**src/rtl/rhythm_pkg.sv**
```systemverilog
package rhythm_pkg;

    localparam int NOTE_COUNT = 12;
    localparam int MELODY_LEN = 16;

    typedef logic [3:0] note_t;
    typedef logic [2:0] dur_t;
    typedef logic [3:0] round_t;

    // Melody pitches as button indices
    localparam note_t MELODY_NOTES [MELODY_LEN] = '{
        4'd4, 4'd4, 4'd6, 4'd4,
        4'd9, 4'd8, 4'd4, 4'd4,
        4'd6, 4'd4, 4'd11, 4'd9,
        4'd4, 4'd4, 4'd1, 4'd11
    };

    // Durations in beat units and never zero
    localparam dur_t MELODY_DURS [MELODY_LEN] = '{
        3'd3, 3'd1, 3'd2, 3'd2,
        3'd2, 3'd4, 3'd1, 3'd1,
        3'd2, 3'd2, 3'd2, 3'd4,
        3'd1, 3'd1, 3'd2, 3'd4
    };

    // Button or LED pattern for a single note
    function automatic logic [NOTE_COUNT-1:0] note_onehot(input note_t n);
        logic [NOTE_COUNT-1:0] one;
        one = {{(NOTE_COUNT-1){1'b0}}, 1'b1};
        return one << n;
    endfunction

endpackage

```
**src/rtl/note_checker.sv**
```systemverilog
`timescale 1ns/1ps

module note_checker (
    input  logic                               clock,
    input  logic                               rst_n,
    input  logic                               listen,
    input  logic [rhythm_pkg::NOTE_COUNT-1:0]  buttons,
    input  rhythm_pkg::note_t                  exp_note,
    output logic                               press,
    output logic                               note_ok
);

    import rhythm_pkg::*;

    logic [NOTE_COUNT-1:0] sync_1;
    logic [NOTE_COUNT-1:0] sync_2;
    logic                  any_now;
    logic                  any_prev;

    // Two-stage synchronizer on the raw buttons
    always_ff @(posedge clock or negedge rst_n) begin
        if (!rst_n) begin
            sync_1 <= '0;
            sync_2 <= '0;
        end else begin
            sync_1 <= buttons;
            sync_2 <= sync_1;
        end
    end

    assign any_now = |sync_2;

    always_ff @(posedge clock or negedge rst_n) begin
        if (!rst_n) begin
            any_prev <= 1'b0;
        end else begin
            any_prev <= any_now;
        end
    end

    // Edge from released to pressed counts only in the player's turn
    assign press = listen && any_now && !any_prev;

    // Exactly one button down and it is the expected one
    assign note_ok = (sync_2 == note_onehot(exp_note));

endmodule

```
**src/rtl/timing_checker.sv**
```systemverilog
`timescale 1ns/1ps

module timing_checker #(
    parameter int TICKS_PER_UNIT = 12500000
) (
    input  logic              clock,
    input  logic              rst_n,
    input  logic              restart,
    input  rhythm_pkg::dur_t  exp_dur,
    output logic              span_done,
    output logic              time_ok,
    output logic              time_out
);

    localparam int TW = (TICKS_PER_UNIT > 1) ? $clog2(TICKS_PER_UNIT) : 1;
    localparam logic [TW-1:0] TICK_LAST = TW'(TICKS_PER_UNIT - 1);

    logic [TW-1:0] tick_cnt;
    logic [3:0]    units;
    logic [3:0]    dur_ext;
    logic [3:0]    limit;
    logic [3:0]    units_next;
    logic          expired;
    logic          unit_end;

    assign dur_ext    = {1'b0, exp_dur};
    assign limit      = dur_ext + 4'd1;
    assign units_next = units + 4'd1;

    // Counter freezes once the window has been overrun
    assign expired  = (units == limit);
    assign unit_end = !expired && (tick_cnt == TICK_LAST);

    always_ff @(posedge clock or negedge rst_n) begin
        if (!rst_n) begin
            tick_cnt <= '0;
            units    <= 4'd0;
        end else if (restart) begin
            tick_cnt <= '0;
            units    <= 4'd0;
        end else if (unit_end) begin
            tick_cnt <= '0;
            units    <= units_next;
        end else if (!expired) begin
            tick_cnt <= tick_cnt + 1'b1;
        end
    end

    // Pulses sit in the last cycle before the unit count changes,
    // so the controller acts on the exact boundary
    assign span_done = unit_end && (units_next == dur_ext);
    assign time_out  = unit_end && (units_next == limit);

    // Window spans the last unit of the note and the unit after it
    assign time_ok = (units == dur_ext - 4'd1) || (units == dur_ext);

endmodule

```
**src/rtl/game_control.sv**
```systemverilog
`timescale 1ns/1ps

module game_control #(
    parameter int NUM_ROUNDS = 16
) (
    input  logic                               clock,
    input  logic                               rst_n,
    input  logic                               start,
    input  logic                               press,
    input  logic                               note_ok,
    input  logic                               span_done,
    input  logic                               time_ok,
    input  logic                               time_out,
    output rhythm_pkg::note_t                  exp_note,
    output rhythm_pkg::dur_t                   exp_dur,
    output logic                               restart,
    output logic                               listen,
    output logic [rhythm_pkg::NOTE_COUNT-1:0]  leds,
    output logic                               player_turn,
    output logic                               won,
    output logic                               lost,
    output rhythm_pkg::round_t                 round
);

    import rhythm_pkg::*;

    typedef enum logic [2:0] {
        st_idle,
        st_play,
        st_turn,
        st_won,
        st_lost
    } state_t;

    localparam round_t LAST_ROUND = round_t'(NUM_ROUNDS - 1);

    state_t state;
    round_t addr;
    round_t round_q;
    logic   good_press;
    logic   at_round_end;

    assign good_press   = press && note_ok && time_ok;
    assign at_round_end = (addr == round_q);

    // Melody lookup at the current address
    assign exp_note = MELODY_NOTES[addr];
    assign exp_dur  = MELODY_DURS[addr];

    // Timer restarts on every note boundary and every accepted press
    always_comb begin
        restart = 1'b0;
        case (state)
            st_play: restart = span_done;
            st_turn: restart = good_press;
            default: restart = start;
        endcase
    end

    always_ff @(posedge clock or negedge rst_n) begin
        if (!rst_n) begin
            state   <= st_idle;
            addr    <= '0;
            round_q <= '0;
        end else begin
            case (state)
                st_play: begin
                    if (span_done) begin
                        if (at_round_end) begin
                            state <= st_turn;
                            addr  <= '0;
                        end else begin
                            addr <= addr + 1'b1;
                        end
                    end
                end
                st_turn: begin
                    // Press wins over a timeout in the same cycle
                    if (press) begin
                        if (!good_press) begin
                            state <= st_lost;
                        end else if (!at_round_end) begin
                            addr <= addr + 1'b1;
                        end else if (round_q == LAST_ROUND) begin
                            state <= st_won;
                        end else begin
                            round_q <= round_q + 1'b1;
                            addr    <= '0;
                            state   <= st_play;
                        end
                    end else if (time_out) begin
                        state <= st_lost;
                    end
                end
                default: begin
                    if (start) begin
                        state   <= st_play;
                        addr    <= '0;
                        round_q <= '0;
                    end
                end
            endcase
        end
    end

    assign leds        = (state == st_play) ? note_onehot(exp_note) : '0;
    assign player_turn = (state == st_turn);
    assign listen      = (state == st_turn);
    assign won         = (state == st_won);
    assign lost        = (state == st_lost);
    assign round       = round_q;

endmodule

```
**src/rtl/rhythm_game.sv**
```systemverilog
`timescale 1ns/1ps

module rhythm_game #(
    parameter int TICKS_PER_UNIT = 12500000,  // 50 MHz clock
    parameter int NUM_ROUNDS     = 16
) (
    input  logic                               clock,
    input  logic                               rst_n,
    input  logic                               start,
    input  logic [rhythm_pkg::NOTE_COUNT-1:0]  buttons,
    output logic [rhythm_pkg::NOTE_COUNT-1:0]  leds,
    output logic                               player_turn,
    output logic                               won,
    output logic                               lost,
    output rhythm_pkg::round_t                 round
);

    import rhythm_pkg::*;

    note_t exp_note;
    dur_t  exp_dur;
    logic  restart;
    logic  listen;
    logic  press;
    logic  note_ok;
    logic  span_done;
    logic  time_ok;
    logic  time_out;

    // Note verdict
    note_checker note_checker_i (
        .clock    ( clock    ),
        .rst_n    ( rst_n    ),
        .listen   ( listen   ),
        .buttons  ( buttons  ),
        .exp_note ( exp_note ),
        .press    ( press    ),
        .note_ok  ( note_ok  )
    );

    // Timing verdict and playback pacing
    timing_checker #(.TICKS_PER_UNIT(TICKS_PER_UNIT)) timing_checker_i (
        .clock     ( clock     ),
        .rst_n     ( rst_n     ),
        .restart   ( restart   ),
        .exp_dur   ( exp_dur   ),
        .span_done ( span_done ),
        .time_ok   ( time_ok   ),
        .time_out  ( time_out  )
    );

    game_control #(.NUM_ROUNDS(NUM_ROUNDS)) game_control_i (
        .clock       ( clock       ),
        .rst_n       ( rst_n       ),
        .start       ( start       ),
        .press       ( press       ),
        .note_ok     ( note_ok     ),
        .span_done   ( span_done   ),
        .time_ok     ( time_ok     ),
        .time_out    ( time_out    ),
        .exp_note    ( exp_note    ),
        .exp_dur     ( exp_dur     ),
        .restart     ( restart     ),
        .listen      ( listen      ),
        .leds        ( leds        ),
        .player_turn ( player_turn ),
        .won         ( won         ),
        .lost        ( lost        ),
        .round       ( round       )
    );

endmodule

```
**config.mk**
```make
export PLATFORM = sky130hd
export DESIGN_NAME = rhythm_game
export DESIGN_NICKNAME = d
export VERILOG_FILES = /design/src/rtl/rhythm_pkg.sv /design/src/rtl/note_checker.sv /design/src/rtl/timing_checker.sv /design/src/rtl/game_control.sv /design/src/rtl/rhythm_game.sv
export SDC_FILE = /design/constraint.sdc
export NUM_CORES = 1
export LEC_CHECK = 0
export BUFFER_PORTS_ARGS = -buffer_cell sky130_fd_sc_hd__buf_2
export CAP_MARGIN = 20
export CORE_ASPECT_RATIO = 1.25
export CORE_MARGIN = 2
export CORE_UTILIZATION = 55
export DETAILED_ROUTE_END_ITERATION = 6
export PLACE_DENSITY = 0.81
export SYNTH_ARGS = -nofsm -noshare
export SYNTH_HDL_FRONTEND = slang
export SYNTH_SLANG_ARGS = --single-unit
```
**constraint.sdc**
```tcl
create_clock -name clock -period 10 [get_ports clock]
set_clock_uncertainty 0.1 [all_clocks]
set_input_delay 1 -clock clock [delete_from_list [all_inputs] [get_ports clock]]
set_output_delay 1 -clock clock [all_outputs]
set_load 0.005 [all_outputs]
```
# Yosys cells after proc, flatten, opt, wreduce, memory -nomap -nowiden
# Memory sizes are Yosys's and may differ from the RTL's.
# Index checks and enable logic that the tools add are counted.
[word_totals]
ff_bits = 64
romBits = 112
input_bits = 15
out_inout_bits = 19
elab_cells = 93
n_memories = 2
[op_classes]
add_sub_neg = 6
n_lt_le_gt_ge = 1
n_eq_ne = 23
shifts = 1
muxes = 33
bitwise = 2
reduce_logical = 17
[mem_list]
columns = ["name", "words", "width", "rd", "rd_clocked_by_memory_dff", "wr", "line", "source"]
rows = [
  ["(name not given)", 16, 4, 1, 0, 0, "game_control.sv:47", "assign exp_note = MELODY_NOTES[addr];"],
  ["(name not given)", 16, 3, 1, 0, 0, "game_control.sv:48", "assign exp_dur = MELODY_DURS[addr];"],
]
[ops]
columns = ["cell", "n"]
rows = [
  ["$mux 24", 3],
  ["$mux 4", 15],
  ["$mux 3", 9],
  ["$add 24x1->24 const B", 1],
  ["$eq 24x24->1 const B", 1],
  ["$eq 4x4->1", 4],
  ["$pmux 4 s2", 2],
  ["$add 4x1->4 const B", 3],
  ["$eq 12x12->1", 1],
  ["$mux 12", 1],
  ["$reduce_or 12->1", 1],
  ["$shl 1x4->12 const A", 1],
  ["$ne 2x1->1 const B", 5],
  ["$reduce_and 5->1", 2],
  ["$eq 4x3->1", 2],
  ["$logic_and 1x1->1", 7],
  ["$eq 3x2->1 const B", 2],
  ["$pmux 3 s2", 1],
  ["$reduce_and 6->1", 1],
  ["$ge 5x5->1 const B", 1],
  ["$not 4->5", 1],
  ["$add 3x1->4 const B", 1],
  ["$eq 4x4->1 const B", 1],
  ["$ne 4x4->1 const B", 1],
  ["other kinds (14)", 16],
]

# Longest topological paths before layout
[depth]
depth_word = 12
mapped_depth = 15
depth_no_buf = 12

# Hierarchy
# A second synthesis with hierarchy kept.
[hier_totals]
cells_unflattened = 419
area_unflattened_um2 = 4093.9
[modules_own_cells]
columns = ["module", "n_inst", "cells_per_inst", "area_per_inst_um2", "seq_area_each_um2"]
rows = [
  ["timing_checker", 1, 210, 1926.8, 700.7],
  ["game_control", 1, 133, 1169.9, 275.3],
  ["note_checker", 1, 76, 997.2, 625.6],
]

# Least setup slack after synthesis
# Ideal clock, no wire load.
[synth_timing]
kind = "register -> register"
startpoint = "reg game_control_i.addr[2]"
endpoint = "reg game_control_i.addr[1]"
setup_ns = 0.125
t_arrival_ns = 3.396
required_time_ns = 9.775
path_slack_ns = 6.379
path_stages_with_launch = 13
path_buffers = 1
synth_period_minus_slack_ns = 3.621
cell_sequence = "dfrtp_1 -> clkbuf_4 -> inv_1 -> ha_1 -> nor2_1 -> or2_2 -> ha_1 -> xnor3_1 -> nor4b_2 -> or4_1 -> nand2_1 -> o21ai_1 -> mux2_2"
[synth_via]
elab_chain_cells = 11
word_cells_on_any_way = 32
classes_between = "add/sub: 2; eq/ne: 9; shift: 1; mux: 10; bitwise: 1; reduce/logical: 7; memory: 2"
[synth_lines]
columns = ["item", "line", "source"]
rows = [
  ["start: declaration", "game_control.sv:38", "round_t addr;"],
  ["start signal: assignment", "game_control.sv:73", "addr <= addr + 1'b1;"],
  ["start signal: assignment", "game_control.sv:83", "addr <= addr + 1'b1;"],
  ["$not 4->5 (implied by the code)", "game_control.sv:47, game_control.sv:48", ""],
  ["$mem_v2 16x3", "n/a", ""],
  ["$mux 3 (implied by the code) (2 in series)", "game_control.sv:48", ""],
  ["$add 3x1->4", "timing_checker.sv:27", "assign limit = dur_ext + 4'd1;"],
  ["$eq 4x4->1", "timing_checker.sv:31", "assign expired = (units == limit);"],
  ["$logic_not 1->1", "timing_checker.sv:32", "assign unit_end = !expired && (tick_cnt == TICK_LAST);"],
  ["$logic_and 1x1->1", "timing_checker.sv:32", ""],
  ["$logic_and 1x1->1", "timing_checker.sv:51", "assign span_done = unit_end && (units_next == dur_ext);"],
  ["$ne 2x1->1 (no source line)", "n/a", ""],
  ["$reduce_and 5->1 (no source line)", "n/a", ""],
]
# Parallel ways exist; a longest one is shown, timed or not. The select of a mux whose other input is x is not followed.
# A chain may end at the register's enable or synchronous reset.

# Worst setup path after layout
[layout_timing]
startpoint = "reg game_control_i.addr[1]"
endpoint = "reg game_control_i.state[2]"
[layout_via]
elab_chain_cells = 11
word_cells_on_any_way = 32
classes_between = "add/sub: 2; eq/ne: 11; shift: 1; mux: 7; bitwise: 1; reduce/logical: 8; memory: 2"
[layout_lines]
columns = ["item", "line", "source"]
rows = [
  ["$not 4->5 (implied by the code)", "game_control.sv:47, game_control.sv:48", ""],
  ["$mem_v2 16x3 or $mem_v2 16x4 (tied branches)", "n/a", ""],
  ["$mux 3 (implied by the code) or $mux 4 (tied branches) (2 in series)", "game_control.sv:48, game_control.sv:47", ""],
  ["$add 3x1->4, or another cell as far along", "timing_checker.sv:27", ""],
  ["$eq 4x4->1, or another cell as far along", "timing_checker.sv:31", ""],
  ["$logic_not 1->1, or another cell as far along", "timing_checker.sv:32", ""],
  ["$logic_and 1x1->1, on equally long branches", "timing_checker.sv:32, game_control.sv:43", ""],
  ["$logic_and 1x1->1, or another cell as far along", "timing_checker.sv:52", "assign time_out = unit_end && (units_next == limit);"],
  ["$ne 3x1->1 (no source line), or another cell as far along", "n/a", ""],
  ["$reduce_and 5->1 (no source line) or $pmux 3 s2 (tied branches)", "n/a", ""],
  ["end signal: assignment", "game_control.sv:62", "state <= st_idle;"],
  ["end signal: assignment", "game_control.sv:70", "state <= st_turn;"],
  ["end signal: assignment", "game_control.sv:81", "state <= st_lost;"],
  ["end: declaration", "game_control.sv:37", "state_t state;"],
]
# Parallel ways exist; a longest one is shown, timed or not. The select of a mux whose other input is x is not followed.

==> run metrics <==
register area=1600 µm²; drt total wl=around 8500 µm; first-pass GRT wire length=14600 µm; headroom to the max-slew limit=42.8%; DP HPWL=about 6300 µm; core area=7060 µm²; run status=finished clean; Clock Tree Buf Depth=2; number of I/O pins=34; num rows=34; placed cells=531; via-per-instance ratio=5.93; Yosys reg bits=64; Min-Delay Path Class=flip-flop to flip-flop; grt total ovfl=0; Worst Hold Endpoint=note_checker_i.sync_2[4]; antenna violations before repair=0; reg2reg path depth=12; CP Max Fanout=19; Die X=80.7 µm; DR iter-0 viols=340; # resized after CTS=0; GP Congestion=approximately 0.9; Seq/Total Area, Yosys=39.6%; RSZ-0062 raised after global routing=false; Cell Area, Synth=4040 µm²; WP data arrival=4.33 ns; Initial Util=57.2%; Hold-fix buffers, CTS=0; Hold WS=0.241 ns; Pwr Density=~140 nW/µm²; max-slew violation count=0; P_leak=1.97 nW; area grow syn2layout=9.22%; layout cells sized above 1=16.4%; ant diodes=0; async set or reset register ratio after synthesis=100%; final instance count without filler cells=547; CTS tree=done; nets@finish=483; Synth Instances=421; synth unique cells=81; Worst-Skew Late Latency=0.35 ns; H-tree depth=3; Worst Hold Launch=note_checker_i.sync_1[4]; reg2reg end=game_control_i.state[2]; R2R Path Start=game_control_i.addr[1]; pin count of the biggest net entering global routing=65; Root Driver=clkbuf_8; Max Clk Rate=239 MHz; number of port buffers=31; TNS Setup=0 ns; Worst-Margin Slew=0.857 ns; Most used DFF post-synth=dfrtp_1; TritonRoute pass-1 iters=5; CTS Buf Count=9; startpoint class of the critical path=flip-flop; GRT Util Overall=23.5%; routed vias=approximately 3.2k; area occupied by multi-input gates=2290 µm²; Max Cap Violations=0; Reg2Reg Setup Slack=5.81 ns; Ys Warns=0; worst vdd ir=0.000116 V; CP endpoint kind=flip-flop; Fill cells=614; Die Ht=99.9 µm; commonest non-fill, non-tap cells in the layout=dfrtp_1 (64), nor2_1 (54), buf_2 (31), nand2_1 (28), nand3_1 (21); hold path cells=0; Worst EP required=around 10 ns; clock-pin slew on the worst setup and hold paths=0.07 ns; Setup-failing EPs final=0; hold violation total from the final report=0; average size of a mapped cell=9.60 µm²; Num Clock Sinks=64; die area=8060 µm²; Routed WL per cell=roughly 15 µm; Final min period=between 4 and 5 ns; # DRC=0; Final period util=41.9%; antenna-violating nets left=0; setup bufs post-CTS=0; vias in the first global route=around 3.2k; crit path kind=flip-flop to flip-flop; Post-synth EDFFs=0; commonest non-fill, non-tap cell in the layout=dfrtp_1
==> worst max-delay path, stage by stage (launching register included) <==
cell	delay, ns
dfrtp_1	0.66
inv_1	0.27
ha_1	0.33
and2_1	0.19
or2_2	0.32
ha_1	0.34
xor2_1	0.26
nor4b_2	0.09
buf_4	0.21
or4_1	0.63
o21ai_1	0.29
o21ai_0	0.17
a32o_1	0.23
==> where the power goes <==
group,leakage [nW],switching [mW],internal [mW]
sequential,0.825,0.0190,0.276
combinational,1.05,0.0833,0.0446
clock,0.0920,0.0996,0.114
==> layout make-up <==
class / count / area share [%]
repair buffers: 33 / 3.85
well taps: 90 / 2.55
clock inverters: 6 / 1.36
flip-flops and latches: 64 / 36.3
clock buffers: 10 / 2.89
inverters: 14 / 1.19
multi-input cells: 330 / 51.9
==> Yosys cell counts, types with 5 or more instances <==
master / n / area (µm²)
a21oi_1: 8 / 40.0
and2_1: 5 / 31.3
and3_1: 5 / 31.3
dfrtp_1: 64 / 1600
ha_1: 16 / 200
inv_1: 14 / 52.6
mux2i_1: 5 / 50.1
nand2_1: 28 / 105
nand2b_1: 7 / 43.8
nand3_1: 21 / 105
nand4_1: 12 / 75.1
nor2_1: 54 / 203
nor2b_1: 5 / 31.3
nor3_1: 11 / 55.1
nor4_1: 9 / 56.3
o21ai_0: 15 / 75.1
or3_1: 8 / 50.1
or4_1: 6 / 45.0
xnor2_1: 17 / 149
xor2_1: 18 / 158
==> worst max path at each step <==
stage	startpoint	endpoint	slack, ns	depth (start not counted)
after detailed placement	game_control_i.addr[1]	game_control_i.state[2]	5.87	12
after global placement	game_control_i.addr[1]	game_control_i.state[2]	6.08	12
after CTS	game_control_i.addr[1]	game_control_i.state[2]	5.84	12
after global routing	game_control_i.addr[2]	game_control_i.state[2]	5.49	12
after floorplan	game_control_i.addr[2]	game_control_i.addr[1]	6.38	12
final	game_control_i.addr[1]	game_control_i.state[2]	5.81	12
==> sequential cells by signal, summed over array words and instances (netlist names) <==
signal / cells
note_checker_i.any_prev: 1
timing_checker_i.tick_cnt: 24
note_checker_i.sync_1: 12
timing_checker_i.units: 4
note_checker_i.sync_2: 12
game_control_i.state: 3
game_control_i.round: 4
game_control_i.addr: 4
==> metal layers <==
layer / track usage (%) / part of all wire [%] / up-vias
met5: 0 / 0 / -
met4: 9.13 / 2.0 / 0
met3: 5.04 / 4.0 / 16
met2: 38.7 / 50 / 91
met1: 30.3 / 43 / 1573
li1: - / - / 1563
==> per-stage QoR <==
stage / worst slack, ns / power [mW] / utilization (%) / area, µm²
after CTS: 5.84 / 0.639 / 62.5 / 4420
after global routing: 5.49 / 0.674 / 62.5 / 4420
after global placement: 6.08 / 0.419 / 59.9 / 4230
after detailed placement: 5.87 / 0.425 / 59.9 / 4230
final: 5.81 / 0.636 / 62.5 / 4420
after floorplan: 6.38 / 0.383 / - / 4050
==> cells by family (layout without fill, tap and decap cells) <==
| group | count (synthesis) | in the layout | synth area share (%) |
|---|---|---|---|
| simple gates | 205 | 205 | 28.6 |
| flops | 64 | 64 | 39.6 |
| compound gates | 58 | 58 | 10.6 |
| xor+xnor | 38 | 38 | 9.38 |
| buf+inv | 28 | 63 | 3.81 |
| fa+ha+maj | 16 | 16 | 4.95 |
| mux | 11 | 11 | 2.97 |
| other cells | 1 | 2 | 0.0928 |
Power figures use the tool's default switching activity.
